===== src/include/icache_config.svh =====
`ifndef ICACHE_CONFIG_SVH
`define ICACHE_CONFIG_SVH

////////////////////////////////////////////////////////////
// bus widths
////////////////////////////////////////////////////////////
`define ICACHE_ADDR_W   32
`define ICACHE_DATA_W   32

////////////////////////////////////////////////////////////
// cache geometry
////////////////////////////////////////////////////////////
`define ICACHE_SETS     16
`define ICACHE_WAYS     4
`define ICACHE_WORDS    16  // words per 64-byte line

// address split, tag + set + word + byte = 32
`define ICACHE_TAG_W    22
`define ICACHE_SET_W    4
`define ICACHE_WAY_W    2
`define ICACHE_WORD_W   4

`endif

===== src/logic/refill_counter.sv =====
`timescale 1ns/1ps
`include "icache_config.svh"

module refill_counter (
    input  logic                      ACLK,
    input  logic                      ARESETn,
    input  logic                      cnt_clear,
    input  logic                      beat,
    output logic [`ICACHE_WORD_W-1:0] word_offset,
    output logic                      last_beat
);

    logic [`ICACHE_WORD_W-1:0] count;
    logic                      wrapped;  // full line seen since last clear

    always_ff @(posedge ACLK) begin
        if (!ARESETn) begin
            count   <= '0;
            wrapped <= 1'b0;
        end else if (cnt_clear) begin
            count   <= '0;
            wrapped <= 1'b0;
        end else if (beat) begin
            count <= count + 1'b1;  // wraps to 0 after the last word
            if (last_beat) wrapped <= 1'b1;
        end
    end

    assign word_offset = count;
    assign last_beat   = (count == `ICACHE_WORD_W'(`ICACHE_WORDS - 1));

    // a 17th beat would overwrite word 0 of the line
    a_no_extra_beat: assert property (@(posedge ACLK) disable iff (!ARESETn)
        !(beat && wrapped));

endmodule


===== config.mk =====
export PLATFORM = sky130hd
export DESIGN_NAME = refill_counter
export DESIGN_NICKNAME = d
export VERILOG_FILES = /design/src/logic/refill_counter.sv
export VERILOG_INCLUDE_DIRS = /design/src /design/src/include
export SDC_FILE = /design/constraint.sdc
export NUM_CORES = 1
export LEC_CHECK = 0
export BUFFER_PORTS_ARGS = -buffer_cell sky130_fd_sc_hd__buf_2
export CELL_PAD_IN_SITES_DETAIL_PLACEMENT = 1
export CELL_PAD_IN_SITES_GLOBAL_PLACEMENT = 1
export CORE_AREA = 2 2 39 41
export DETAILED_ROUTE_END_ITERATION = 7
export DIE_AREA = 0 0 41 43
export PLACE_DENSITY = 0.49
export RECOVER_POWER = 25
export SETUP_SLACK_MARGIN = 0.2
export SLEW_MARGIN = 20
export SYNTH_ARGS = -nofsm -noshare
export SYNTH_HDL_FRONTEND = slang
export SYNTH_SLANG_ARGS = --single-unit
export TNS_END_PERCENT = 100

===== constraint.sdc =====
create_clock -name ACLK -period 0.8 [get_ports ACLK]
set_input_delay 0.04 -clock ACLK [delete_from_list [all_inputs] [get_ports ACLK]]
set_output_delay 0.04 -clock ACLK [all_outputs]
set_load 0.005 [all_outputs]

==> reports/qor.log <==
[worst_hold_path] Worst Min Path Start cnt_clear
[setup_path] CP required 760 ps
[synth] number of storage elements in the synthesis netlist 4
[synth] mean instance size in the synthesized netlist 10.5 um2
[placed_design] weighted congestion reported at the end of routability-driven placement 0.660
[drt] Detailed Route Iter0 Violations 1
[synth] number of enable-type register cells in the synthesized netlist 0
[sta] post-route clock period utilization 130%
[clock_network] CTS Root Buffer Type clkbuf_4
[synth] top-area cell type share of the netlist area 42.4%
[sta] worst setup margin -237 ps
[die] core area 1380 um2
[pwr] static power due to leakage 0.186 nW
[sta] unrepaired setup endpoints after global routing yes
[drt] Pre-antenna DRT Iters 2
[synth] asr flop ratio synth 0%
[cells_and_area] design area 404 um2
[setup_path] signal arrival time at the worst endpoint 1000 ps
[worst_hold_path] worst min path class primary input to flop
[setup_path] reg-to-reg slack, setup -180 ps
[cells_and_area] fraction of layout cells with a size suffix above 1 73.0%
[setup_path] terminus of the critical flop-to-flop path word_offset[2]$_SDFFE_PP0P_
[synth] post-synth net total 23
[run_status] status finished with violations
[clock_network] Clock Sink Count 4
[clock_network] clock buffers created by TritonCTS 3
[cells_and_area] number of flip-flops under the largest register name 4
[pwr] total power after layout 0.515 mW
[synth] Most used DFF post-synth dfxtp_1
[die] width of the die 41 um
[clock_network] H-tree levels 1
[synth] most repeated cell in the gate-level netlist after synthesis dfxtp_1
[grt] residual overflow from global routing 0
[clock_network] clock tree from TritonCTS yes
[pwr] peak ir drop on the vdd network 0.349 mV
[worst_hold_path] end point of the worst hold path word_offset[3]$_SDFFE_PP0P_
[sta] actual transition at the worst max-transition pin 137 ps
[sta] highest clock frequency the design can meet 964 MHz
[synth] count of mapped cells out of synthesis 18
[setup_path] critical-path maximum fanout 2
[placed_design] count of input and output buffers 8
[worst_hold_path] Worst Hold Depth 3
[clock_network] clock-pin slew on the worst setup and hold paths 40 ps
[die] number of top-level pins 9
[grt] aggregate global-route resource usage 8.62%
[setup_path] number of buffer and inverter instances along the worst setup path 1
[die] initial core utilization 13.7%
[cells_and_area] Layout Area Growth over Synthesis 114%
[sta] Worst Hold Slack 87.6 ps
[cells_and_area] Fill cells 159
[setup_path] worst r2r src word_offset[1]$_SDFFE_PP0P_
[synth] distinct cell type count after synthesis 12
[setup_path] cell family with most CP delay flip-flops
[cells_and_area] antenna fix cells 0
[die] # rows 14
[setup_path] cell at the slowest stage of the critical path dfxtp_4
[drt] via total after detailed routing 206
[grt] largest net degree at the start of global routing 6
[drt] routed via count divided by cell count 3.89
[sta] Layout Skew 0.336 ps
[die] full die area 1760 um2
[drt] number of antenna-violating nets in the routed design 0
[sta] final worst path period need 1040 ps
[drt] DRC 0
[setup_path] largest incremental delay on the critical path 350 ps
[setup_path] number of cells on the critical path 3
[drt] routed wire length 569 um
[run_status] failing checks negative setup slack
[sta] Relative slew margins 90.6%
[clock_network] largest buffer count on any clock path 2
[sta] final setup violation count 7
[synth] area of the mapped netlist 189 um2
[setup_path] kind of critical path flop to primary output
[grt] vias in the first global route 215
[grt] wire length of the first global-routing pass 903 um
[setup_path] CP Launch Point word_offset[1]$_SDFFE_PP0P_
[grt] antenna violations before repair 0
[synth] post-synthesis sequential area ratio 42.4%
[cells_and_area] Net count, final 44
[clock_network] clock insertion delay at the later pin of the skew report 240 ps
[run] max-cap viol count 0
[placed_design] Area after DPL 288 um2
[synth] Synth Warn # 0
[setup_path] worst reg-to-reg path cell count 4
[clock_network] count of hold-fix buffers inserted at cts 0
[sta] Pins Over Slew Limit 0
[die] die height 43 um
[synth] most area-hungry cell type in the Yosys netlist dfxtp_1
[setup_path] Setup crit start kind flop
[drt] DR WL/cell 10.7 um
[sta] endpoints failing hold 0
[setup_path] cell-by-cell trace of the critical path ha_4, and3_4, buf_6
[setup_path] type of element capturing the critical path primary output
[synth] biggest area contributors in the synthesized netlist dfxtp_1, mux2i_1, nand3b_1
[synth] cell types with the highest counts after synthesis dfxtp_1, mux2i_1, nand3b_1, nor2_1
[pwr] Power per Cell Area 1270 nW/um2
layer usage:
layer,vias to the layer above,track usage (%),share of wire [%]
li1,103,-,-
met1,91,9.90,43
met2,10,10.6,47
met3,2,4.71,8.8
met4,0,8.00,1.9
met5,-,0,0
logic make-up after synthesis:
group / synth area share, %
AOI/OAI and AO/OA: 7.94
adders and majority gates: 6.62
muxes: 10.6
xor gates and xnor gates: 4.64
and+or+nand+nor: 27.8
DFF: 42.4
worst max-delay path by stage:
stage,slack [ps],endpoint
final,-240,last_beat
after CTS,-250,last_beat
after global placement,-40,word_offset[1]$_SDFFE_PP0P_
after floorplan,-50,word_offset[2]$_SDFFE_PP0P_
after detailed placement,-70,word_offset[1]$_SDFFE_PP0P_
after global routing,-270,last_beat
final cells by class:
type | count | area, um2 | share of cell area [%]
clock buffer | 3 | 22.5 | 5.57
multi-input combinational | 14 | 136 | 33.7
tap | 16 | 20.0 | 4.95
sequential | 4 | 88.8 | 22.0
timing repair buffer | 16 | 136 | 33.7
placed cells by master, fill, tap and decap left out, types with 2 or more instances in the layout:
| master | synthesis | final |
|---|---|---|
| clkbuf_4 | 0 | 3 |
| buf_6 | 0 | 7 |
| buf_4 | 0 | 5 |
| dfxtp_4 | 0 | 2 |
| buf_2 | 0 | 4 |
| mux2i_1 | 2 | 2 |
| nand3b_1 | 2 | 2 |
| nor2_1 | 2 | 2 |
worst register-to-register path, cell delays in order (launching register included):
cell	delay (ps)
dfxtp_4	350
ha_4	150
buf_4	130
a21bo_2	190
a21oi_2	100
per-stage QoR:
step | utilization, % | setup slack [ps] | instances | setup TNS (ps)
detailed placement | 20.8 | -74.8 | 45 | -245
global route | 29.2 | -269 | 53 | -1280
CTS | 26.7 | -251 | 50 | -802
finish | 29.2 | -237 | 53 | -1020
floorplan | - | -50.3 | 18 | -115
global placement | 20.8 | -43.0 | 45 | -151
power breakdown:
group / total [mW] / switching [mW] / internal, mW
sequential: 0.204 / 0.00427 / 0.200
clock: 0.255 / 0.0871 / 0.168
combinational: 0.0556 / 0.0224 / 0.0332
total: 0.515 / 0.114 / 0.401
repair_timing:
action / CTS / global route
gates resized for setup: 10 / 3
endpoints found under the hold margin: 0 / 0
buffers inserted: 2 / 3
endpoints found under the setup margin: 9 / 9
pin swaps: 4 / 2
Power figures use the tool's default switching activity.
