**src/include/icache_config.svh**
```systemverilog
`ifndef ICACHE_CONFIG_SVH
`define ICACHE_CONFIG_SVH

////////////////////////////////////////////////////////////
// bus widths
////////////////////////////////////////////////////////////
`define ICACHE_ADDR_W   32
`define ICACHE_DATA_W   32

////////////////////////////////////////////////////////////
// cache geometry
////////////////////////////////////////////////////////////
`define ICACHE_SETS     16
`define ICACHE_WAYS     4
`define ICACHE_WORDS    16  // words per 64-byte line

// address split, tag + set + word + byte = 32
`define ICACHE_TAG_W    22
`define ICACHE_SET_W    4
`define ICACHE_WAY_W    2
`define ICACHE_WORD_W   4

`endif
```
**src/logic/plru_tree.sv**
```systemverilog
`timescale 1ns/1ps
`include "icache_config.svh"

module plru_tree (
    input  logic                     ACLK,
    input  logic                     ARESETn,
    input  logic [`ICACHE_SET_W-1:0] set,
    input  logic [`ICACHE_WAYS-1:0]  all_valid,
    input  logic                     plru_we,
    input  logic [`ICACHE_WAY_W-1:0] used_way,
    output logic [`ICACHE_WAY_W-1:0] victim_way
);

    // bit 0 root, bit 1 leaf of ways 0/1, bit 2 leaf of ways 2/3
    logic [`ICACHE_SETS-1:0][2:0] tree;
    logic [2:0]                   cur;

    assign cur = tree[set];

    ////////////////////////////////////////////////////////////
    // victim choice
    ////////////////////////////////////////////////////////////
    always_comb begin
        if (cur[0]) begin
            victim_way = {1'b1, cur[2]};  // right pair
        end else begin
            victim_way = {1'b0, cur[1]};  // left pair
        end
        // an empty way wins over the tree, lowest index first
        for (int w = `ICACHE_WAYS - 1; w >= 0; w--) begin
            if (!all_valid[w]) victim_way = `ICACHE_WAY_W'(w);
        end
    end

    ////////////////////////////////////////////////////////////
    // update, point the path away from the used way
    ////////////////////////////////////////////////////////////
    always_ff @(posedge ACLK) begin
        if (!ARESETn) begin
            tree <= '0;
        end else if (plru_we) begin
            if (used_way[1]) begin
                tree[set][0] <= 1'b0;
                tree[set][2] <= ~used_way[0];
            end else begin
                tree[set][0] <= 1'b1;
                tree[set][1] <= ~used_way[0];
            end
        end
    end

endmodule

```
**config.mk**
```make
export PLATFORM = sky130hd
export DESIGN_NAME = plru_tree
export DESIGN_NICKNAME = d
export VERILOG_FILES = /design/src/logic/plru_tree.sv
export VERILOG_INCLUDE_DIRS = /design/src /design/src/include
export SDC_FILE = /design/constraint.sdc
export NUM_CORES = 1
export LEC_CHECK = 0
export ABC_AREA = 0
export BUFFER_PORTS_ARGS = -buffer_cell sky130_fd_sc_hd__buf_2
export CORE_MARGIN = 2
export CORE_UTILIZATION = 49
export CTS_BUF_LIST = sky130_fd_sc_hd__clkbuf_4 sky130_fd_sc_hd__clkbuf_8
export DETAILED_ROUTE_END_ITERATION = 8
export PLACE_DENSITY = 0.67
export SETUP_SLACK_MARGIN = 0.5
export SLEW_MARGIN = 20
export SYNTH_ARGS = -nofsm -noshare
export SYNTH_HDL_FRONTEND = slang
export SYNTH_SLANG_ARGS = --single-unit
export TNS_END_PERCENT = 1
```
**constraint.sdc**
```tcl
create_clock -name ACLK -period 2.05 [get_ports ACLK]
set_input_delay 0.205 -clock ACLK [delete_from_list [all_inputs] [get_ports ACLK]]
set_output_delay 0.205 -clock ACLK [all_outputs]
set_load 0.005 [all_outputs]
```
==> flow_metrics.env <==
export IMPL_htree_levels=2
export IMPL_r2r_slack_ns=1.34
export IMPL_slowest_delay_ns=0.49
export IMPL_num_rows=25
export IMPL_busiest_layer="met2"
export IMPL_grt_first_pass_wirelength_mm=9.32
export IMPL_grt_util_met3_pct=5.28
export IMPL_post_cts_buffers=0
export IMPL_die_y_um=74.3
export IMPL_clockBufferDepth=2
export IMPL_synth_cell_types=31
export IMPL_hold_start="used_way[1]"
export IMPL_synth_edf_count=0
export IMPL_grt_overflow=0
export IMPL_min_delay_worst_endpoint="tree[25]"
export IMPL_grt_pass1_vias=1850
export IMPL_hold_class="input pin to register"
export IMPL_cts_hold_buf=0
export IMPL_gp_congestion=0.790
export IMPL_yosysWarnings=0
export IMPL_slew_headroom_pct=60.6
export IMPL_yosys_area_top_type="dfxtp_1"
export IMPL_port_buffers=14
export IMPL_first_pass_iters=4
export IMPL_worstSetupEndpointType="output pin"
export IMPL_rsz0062_at_grt="yes"
export IMPL_io_pins=15
export IMPL_final_common_cell="dfxtp_1"
export IMPL_dieWidth_um=74.3
export IMPL_maxCapViolations=0
export IMPL_yosys_top_cells_area="dfxtp_1 (40%), o211a_1 (14%), mux4_1 (6.5%), nand2_1 (6.1%), mux4_2 (5.6%)"
export IMPL_cts_sink_count=48
export IMPL_drt_iter0_drc=138
export IMPL_fin_ws_ns=0.0662
export IMPL_syn_num_nets=264
export IMPL_status="complete, no violations"
export IMPL_design_area_um2=2610
export IMPL_nets=268
export IMPL_synthCells=251
export IMPL_fin_skew_ns=0
export IMPL_ff2ff_path_depth=1
export IMPL_wire_per_inst_um=17.2
export IMPL_gr_usage_all_layers_pct=22.1
export IMPL_design_core_area_um2=4750
export IMPL_grt_util_met2_pct=35.6
export IMPL_clkTransAtPathRegs_ns=0.08
export IMPL_cts_buffers=5
export IMPL_async_flop_share_pct=0
export IMPL_dp_slack_ns=-0.0576
export IMPL_drc=0
export IMPL_worst_pin_slew_ns=0.591
export IMPL_hold_path_depth=4
export IMPL_root_buffer="clkbuf_8"
export IMPL_vias=1940
export IMPL_setup_viol=0
export IMPL_tritoncts="built"
export IMPL_start_util_pct=50.9
export IMPL_antenna_found_initial=0
export IMPL_mappedNetlistArea_um2=2420
export IMPL_syn2layout_area_growth_pct=7.81
export IMPL_worst_path_max_delay_cell="mux4_1"
export IMPL_start_kind="register"
export IMPL_critPathRequiredTime_ns=1.85
export IMPL_crit_family="multiplexers"
export IMPL_grt_use_met1_pct=30.2
export IMPL_fmax_ghz=0.504
export IMPL_dp_hpwl_mm=3.65
export IMPL_ys_ff_latch=48
export IMPL_leakage_nw=1.34
export IMPL_p_per_area_nw_per_um2=639
export IMPL_via_per_inst=6.02
export IMPL_routed_wl_mm=5.53
export IMPL_seq_area_frac_synth_pct=39.7
export IMPL_period_needed_ns=1.98
export IMPL_clock_latency_ns=0.30
export IMPL_grt_max_degree=49
export IMPL_layout_common_cells="dfxtp_1 (47), nand2_1 (39), o211a_1 (33)"
export IMPL_slew_violations=0
export IMPL_period_share_pct=96.8
export IMPL_synth_top_area_share_pct=39.7
export IMPL_ir_drop_v=0.000382
export IMPL_hold_viol=0
export IMPL_dpl_cell_area_um2=2510
export IMPL_synth_main_ff_cell="dfxtp_1"
export IMPL_antennaDiodeCount=0
export IMPL_drive_gt1_share_pct=21.6
export IMPL_cp_arrival_ns=1.78
export IMPL_fillers=469
export IMPL_worstSetupPathType="register to output pin"
export IMPL_critPathMaxFanout=2
export IMPL_path_cells="mux4_1 > a22oi_1 > nand3_1 > mux2i_1 > a31oi_1 > buf_2"
export IMPL_cp_num_buf_inv=1
export IMPL_ant_nets=0
export IMPL_die_area_um2=5510
export IMPL_syn_avg_cell_area_um2=9.64
-- where the power goes --
| group | internal [mW] | switching, mW | total (mW) | leakage (nW) |
|---|---|---|---|---|
| registers | 0.946 | 0.00812 | 0.955 | 0.388 |
| logic | 0.0633 | 0.111 | 0.175 | 0.916 |
| clock network | 0.231 | 0.307 | 0.538 | 0.0400 |
-- stage by stage --
step,util [%],std cells,power (mW),hold WS [ns],setup TNS [ns]
after floorplan,-,251,1.10,0.391,0
after global placement,52.8,315,1.15,0.476,-0.0244
after detailed placement,52.8,315,1.15,0.482,-0.0760
after CTS,54.8,322,1.69,0.352,0
after global routing,54.8,322,1.76,0.365,-0.0182
final,54.8,322,1.67,0.354,0
-- metal layers --
layer / routed length [um] / share of wire (%)
met5: 0 / 0
met4: 36 / 0.65
met3: 265 / 4.8
met2: 2570 / 46
met1: 2660 / 48
-- cell type report --
type	count	area [um^2]	share of cell area [%]
flip-flops and latches	48	962	36.9
clock inverters	2	12.5	0.480
well taps	67	83.8	3.21
clock buffers	5	68.8	2.64
multi-input cells	177	1340	51.5
inverters	1	3.75	0.144
repair buffers	22	133	5.09
-- worst min-delay path: stages --
cell and delay [ns]:
buf_2 0.14, nor4_1 0.08, nand2_1 0.06, o211a_1 0.13
-- synthesized netlist by cell type (2+ instances only) --
cell type,instances
o211a_1,33
o21ai_0,2
nand3b_1,2
a21oi_1,3
nor3b_1,3
nand2_1,39
nand3_1,8
or2_2,2
nor3_1,12
and3_1,4
nor2b_1,2
o221a_2,12
nor2_1,29
mux4_2,6
nor4_1,4
mux4_1,6
clkbuf_1,17
a22oi_1,2
buf_2,6
dfxtp_1,48
-- worst max path at each step --
stage / from / to / cells after the start
final: tree[4] / victim_way[0] / 6
after CTS: register / victim_way[0] / 6
after detailed placement: set[0] / victim_way[0] / 7
after floorplan: set[0] / victim_way[0] / 7
after global placement: set[0] / victim_way[0] / 7
after global routing: register / victim_way[0] / 6
-- logic make-up (layout without fill, tap and decap cells) --
kind of cell	Yosys count	in the layout	synth area share, %
AND/OR/NAND/NOR	110	110	21.0
buffers and inverters	26	30	5.12
multiplexers	13	13	12.5
flip-flops	48	48	39.7
AO/OA/AOI/OAI	54	54	21.7
-- what timing repair did --
item,in CTS,in global routing
hold endpoints to repair,0,0
endpoints found under the setup margin,2,2
gates resized for setup,4,0
gates cloned,0,0
pin swaps,4,0
(Power assumes the default switching activity.)
