===== config.mk =====
export PLATFORM = sky130hd
export DESIGN_NAME = icache_fsm
export DESIGN_NICKNAME = d
export VERILOG_FILES = /design/src/logic/icache_pkg.sv /design/src/logic/icache_fsm.sv
export VERILOG_INCLUDE_DIRS = /design/src /design/src/include
export SDC_FILE = /design/constraint.sdc
export NUM_CORES = 1
export LEC_CHECK = 0
export BUFFER_PORTS_ARGS = -buffer_cell sky130_fd_sc_hd__buf_4
export CAP_MARGIN = 20
export CORE_AREA = 2 2 39 41
export CTS_BUF_LIST = sky130_fd_sc_hd__clkbuf_4 sky130_fd_sc_hd__clkbuf_8
export DETAILED_ROUTE_END_ITERATION = 6
export DIE_AREA = 0 0 41 43
export GPL_TIMING_DRIVEN = 0
export HOLD_SLACK_MARGIN = 0.12
export RECOVER_POWER = 100
export SYNTH_ARGS = -nofsm -noshare
export SYNTH_HDL_FRONTEND = slang
export SYNTH_SLANG_ARGS = --single-unit

===== constraint.sdc =====
create_clock -name ACLK -period 1.4 [get_ports ACLK]
set_input_delay 0.14 -clock ACLK [delete_from_list [all_inputs] [get_ports ACLK]]
set_output_delay 0.14 -clock ACLK [all_outputs]
set_load 0.02 [all_outputs]

===== src/include/icache_config.svh =====
`ifndef ICACHE_CONFIG_SVH
`define ICACHE_CONFIG_SVH

////////////////////////////////////////////////////////////
// bus widths
////////////////////////////////////////////////////////////
`define ICACHE_ADDR_W   32
`define ICACHE_DATA_W   32

////////////////////////////////////////////////////////////
// cache geometry
////////////////////////////////////////////////////////////
`define ICACHE_SETS     16
`define ICACHE_WAYS     4
`define ICACHE_WORDS    16  // words per 64-byte line

// address split, tag + set + word + byte = 32
`define ICACHE_TAG_W    22
`define ICACHE_SET_W    4
`define ICACHE_WAY_W    2
`define ICACHE_WORD_W   4

`endif

===== src/logic/icache_pkg.sv =====
`include "icache_config.svh"

package icache_pkg;

    ////////////////////////////////////////////////////////////
    // encodings
    ////////////////////////////////////////////////////////////
    typedef enum logic [1:0] {
        SIZE_BYTE = 2'd0,
        SIZE_HALF = 2'd1,
        SIZE_WORD = 2'd2
    } access_size_e;

    typedef enum logic [2:0] {
        ST_IDLE       = 3'd0,
        ST_LOOKUP     = 3'd1,
        ST_REFILL_REQ = 3'd2,
        ST_REFILL     = 3'd3,
        ST_RESPOND    = 3'd4
    } cache_state_e;

    ////////////////////////////////////////////////////////////
    // request / response payloads
    ////////////////////////////////////////////////////////////
    typedef struct packed {
        logic [`ICACHE_TAG_W-1:0]  tag;
        logic [`ICACHE_SET_W-1:0]  set;
        logic [`ICACHE_WORD_W-1:0] word;
        logic [`ICACHE_ADDR_W-`ICACHE_TAG_W-`ICACHE_SET_W-`ICACHE_WORD_W-1:0] byte_off;
    } addr_fields_t;  // 32 bits

    typedef struct packed {
        addr_fields_t addr;
        access_size_e size;
    } cpu_req_t;  // 34 bits

    typedef struct packed {
        logic [`ICACHE_DATA_W-1:0] data;
        logic                      hit;  // low when the line had to be fetched
    } cpu_rsp_t;  // 33 bits

endpackage


===== src/logic/icache_fsm.sv =====
`timescale 1ns/1ps

module icache_fsm (
    input  logic ACLK,
    input  logic ARESETn,
    input  logic req_valid,
    input  logic rsp_ready,
    input  logic hit,
    input  logic l2_ar_ready,
    input  logic l2_r_valid,
    input  logic last_beat,
    output logic req_ready,
    output logic rsp_valid,
    output logic rsp_hit,
    output logic busy,
    output logic l2_ar_valid,
    output logic l2_r_ready,
    output logic req_load,
    output logic tag_we,
    output logic plru_we,
    output logic data_we,
    output logic cnt_clear,
    output logic refilling
);

    icache_pkg::cache_state_e state;
    icache_pkg::cache_state_e state_nxt;
    logic                     miss_q;  // set by the first lookup of a request

    ////////////////////////////////////////////////////////////
    // state register
    ////////////////////////////////////////////////////////////
    always_ff @(posedge ACLK) begin
        if (!ARESETn) begin
            state <= icache_pkg::ST_IDLE;
        end else begin
            state <= state_nxt;
        end
    end

    always_comb begin
        state_nxt = state;
        case (state)
            icache_pkg::ST_IDLE: begin
                if (req_valid) state_nxt = icache_pkg::ST_LOOKUP;
            end
            icache_pkg::ST_LOOKUP: begin
                state_nxt = hit ? icache_pkg::ST_RESPOND : icache_pkg::ST_REFILL_REQ;
            end
            icache_pkg::ST_REFILL_REQ: begin
                if (l2_ar_ready) state_nxt = icache_pkg::ST_REFILL;
            end
            icache_pkg::ST_REFILL: begin
                // second lookup finds the freshly installed tag
                if (l2_r_valid && last_beat) state_nxt = icache_pkg::ST_LOOKUP;
            end
            icache_pkg::ST_RESPOND: begin
                if (rsp_ready) state_nxt = icache_pkg::ST_IDLE;
            end
            default: state_nxt = icache_pkg::ST_IDLE;
        endcase
    end

    // miss flag survives the refill so the response reports the original miss
    always_ff @(posedge ACLK) begin
        if (!ARESETn) begin
            miss_q <= 1'b0;
        end else if (req_load) begin
            miss_q <= 1'b0;
        end else if (state == icache_pkg::ST_LOOKUP && !hit) begin
            miss_q <= 1'b1;
        end
    end

    ////////////////////////////////////////////////////////////
    // strobes decoded from state
    ////////////////////////////////////////////////////////////
    assign req_ready   = (state == icache_pkg::ST_IDLE);
    assign req_load    = req_valid && req_ready;
    assign busy        = (state != icache_pkg::ST_IDLE);
    assign rsp_valid   = (state == icache_pkg::ST_RESPOND);
    assign rsp_hit     = !miss_q;
    assign l2_ar_valid = (state == icache_pkg::ST_REFILL_REQ);
    assign cnt_clear   = (state == icache_pkg::ST_REFILL_REQ);
    assign refilling   = (state == icache_pkg::ST_REFILL);
    assign l2_r_ready  = refilling;                      // every beat accepted
    assign data_we     = refilling && l2_r_valid;
    assign tag_we      = refilling && l2_r_valid && last_beat;
    assign plru_we     = (state == icache_pkg::ST_LOOKUP) && hit;  // entering respond

    ////////////////////////////////////////////////////////////
    // checks
    ////////////////////////////////////////////////////////////
    a_no_overlap: assert property (@(posedge ACLK) disable iff (!ARESETn)
        !(rsp_valid && req_ready));

    a_ar_hold: assert property (@(posedge ACLK) disable iff (!ARESETn)
        (l2_ar_valid && !l2_ar_ready) |=> l2_ar_valid);

endmodule


==> impl_metrics.ini <==
[outcome]
status = complete, no violations

[synthesis]
synth.net_count = 41
synth_most_common_cell = dfxtp_1
yosysWarningCount = 0
synth_edf_count = 0
netlist_instances = 33
synth_top_cell_area_share = 0.274
synthArstFlopShare = 0
yosys.cell_types.count = 21
netlist_top_cells_count = dfxtp_1, buf_4, inv_1
ys_seq_elements = 4
syn-cell-area_um2 = 293
synthTopCellsByArea = dfxtp_1, buf_4, or3b_1
synth_top_flop_cell = dfxtp_1
ys_seq_area_frac = 0.274
syn_avg_cell_area_um2 = 8.87
yosys.area.top_type = dfxtp_1

[die]
rows = 14
die_h_um = 43
core_area_um2 = 1380
pin_count = 20
dieWidth_um = 41
die_area_um2 = 1760
initial_utilization = 0.212

[drt]
drtIter0Drc = 7
wirelength_um = 776
final_antenna_net_count = 0
dr.pass1.iters = 4
routedWlPerCell_um = 10.6
num_vias = 332
drc = 0
viasPerCell = 4.55

[sta]
clock.fmax_ghz = 0.725
period_share = 0.986
skew_ps = 3.76
drv_slew = 0
rsz0062_at_grt = yes
fin_crit_ps = 1380
finalHoldViolCount = 0
final-setup-viol-count = 0
slew_headroom = 0.830
whs_ps = 137
finalSetupTns_ps = 0
tightest_slew_ps = 253

[power_and_ir_drop]
p_int_uw = 301
p_sw_frac = 0.297
combPwrFrac = 0.376
peakVddDrop_mv = 0.303
totalPowerFinal_uw = 428
leakagePower_uw = 0.000260
powerDensity_nw_per_um2 = 781
power.switching_uw = 127
power_frac_seq = 0.299
p_clk_frac = 0.324

[placement]
place_area_um2 = 465
dp_hpwl_um = 553
place.gp.congestion = 0.728
port_buffers = 19

[layout]
nFillCells = 149
fin_nets = 67
drive_above_1_share = 0.649
post-route-cell-area_um2 = 548
insertedDiodeCount = 0
area_growth_pct = 87.2

[setup_path]
cp-start-kind = flop
rrSetupSlack_ps = 260
r2r-start = state[2]$_SDFFE_PN0P_
cp_max_fo = 5
crit_type = reg -> out
ff2ff_path_depth = 2
crit_required_ps = 1260
r2r_end = miss_q$_SDFFE_PP0P_
cp-end-kind = output port
cp.arrival_ps = 1240

[global_route]
grt_max_degree = 11
overflow = 0
grt_pass1_vias = 290
grt_pass1_wl_um = 1210
grt_use_total = 0.0995
antenna_found_initial = 0

[worst_hold_path]
min_path_type = in -> reg
min_path_cells = 2
hp-start = hit
hold_end = state[1]$_SDFFE_PN0P_

[clocking]
h-tree-depth = 1
cts_made_buffers = 3
cts_tree = yes
clk_latency_ps = 230
path_clk_slew_ps = 40
cts.path.max_buffers = 2
clk_root_buffer_cell = clkbuf_4
cts_sinks = 4

[flow_run]
drv_cap = 0
[metal layers]
metal  part of all wire  track usage  vias to the layer above
li1                   -            -                      166
met4                  0       0.0600                        0
met1               0.37        0.126                      154
met3              0.081       0.0419                        0
met2               0.55        0.134                       12
met5                  0            0                        -
[cells in the final DEF, fill, tap and decap left out, types with 2 or more instances in the layout]
master    count
dfxtp_2       2
nand3b_1      2
dfxtp_1       2
or3b_1        2
clkbuf_4      3
buf_4        20
buf_6         4
inv_1         3
nand2b_1      2
[through the flow]
stage,instances,worst slack [ps],util
global route,73,-18.2,0.396
detailed placement,68,83.6,0.336
floorplan,33,28.6,-
global placement,68,86.3,0.336
finish,73,19.8,0.396
CTS,72,1.92,0.370
[flip-flops by register name, summed over array words and instances (netlist names)]
| signal | cells |
|---|---|
| state | 3 |
| miss_q | 1 |
[power groups by stage]
stage | Combinational (uW) | Clock (uW) | Sequential (uW)
after floorplan | 84.3 | 0 | 126
after global routing | 173 | 158 | 129
final | 161 | 139 | 128
after detailed placement | 141 | 0 | 128
after global placement | 141 | 0 | 128
after CTS | 151 | 142 | 126
[worst max-delay path by stage]
| stage | startpoint | end |
|---|---|---|
| global route | state[2]$_SDFFE_PN0P_ | tag_we |
| finish | state[2]$_SDFFE_PN0P_ | tag_we |
| global placement | state[1]$_SDFFE_PN0P_ | l2_ar_valid |
| CTS | state[1]$_SDFFE_PN0P_ | req_load |
| detailed placement | state[1]$_SDFFE_PN0P_ | l2_ar_valid |
| floorplan | state[1]$_SDFFE_PN0P_ | l2_ar_valid |
[logic make-up (layout without fill, tap and decap cells)]
| kind of cell | after synthesis | after routing | synth area share |
|---|---|---|---|
| AO/OA/AOI/OAI | 5 | 5 | 0.132 |
| AND/OR/NAND/NOR | 16 | 16 | 0.449 |
| flip-flops | 4 | 4 | 0.274 |
| buffers and inverters | 8 | 32 | 0.145 |
[critical path, cell delays in order, from the launching register on]
cell,delay [ps]
dfxtp_2,320
buf_6,130
and3b_2,260
and3_4,190
buf_6,110
[cell type report]
class | count | area [um^2] | share of cell area
Tap cell | 16 | 20.0 | 0.0365
Sequential cell | 4 | 82.6 | 0.151
Multi-Input combinational cell | 21 | 208 | 0.379
Timing Repair Buffer | 21 | 159 | 0.290
Clock buffer | 3 | 22.5 | 0.0411
Inverter | 3 | 11.3 | 0.0205
Buffer | 5 | 45.0 | 0.0822
[repair_timing]
item / 4_1_cts / 5_1_grt
resized for setup: 4 / 12
hold buffers: 0 / 0
setup endpoints to repair: 4 / 7
pin swaps: 1 / 1
setup buffers: 1 / 0
cloned: 0 / 1
Note: power is estimated with default switching activity, not from simulation.
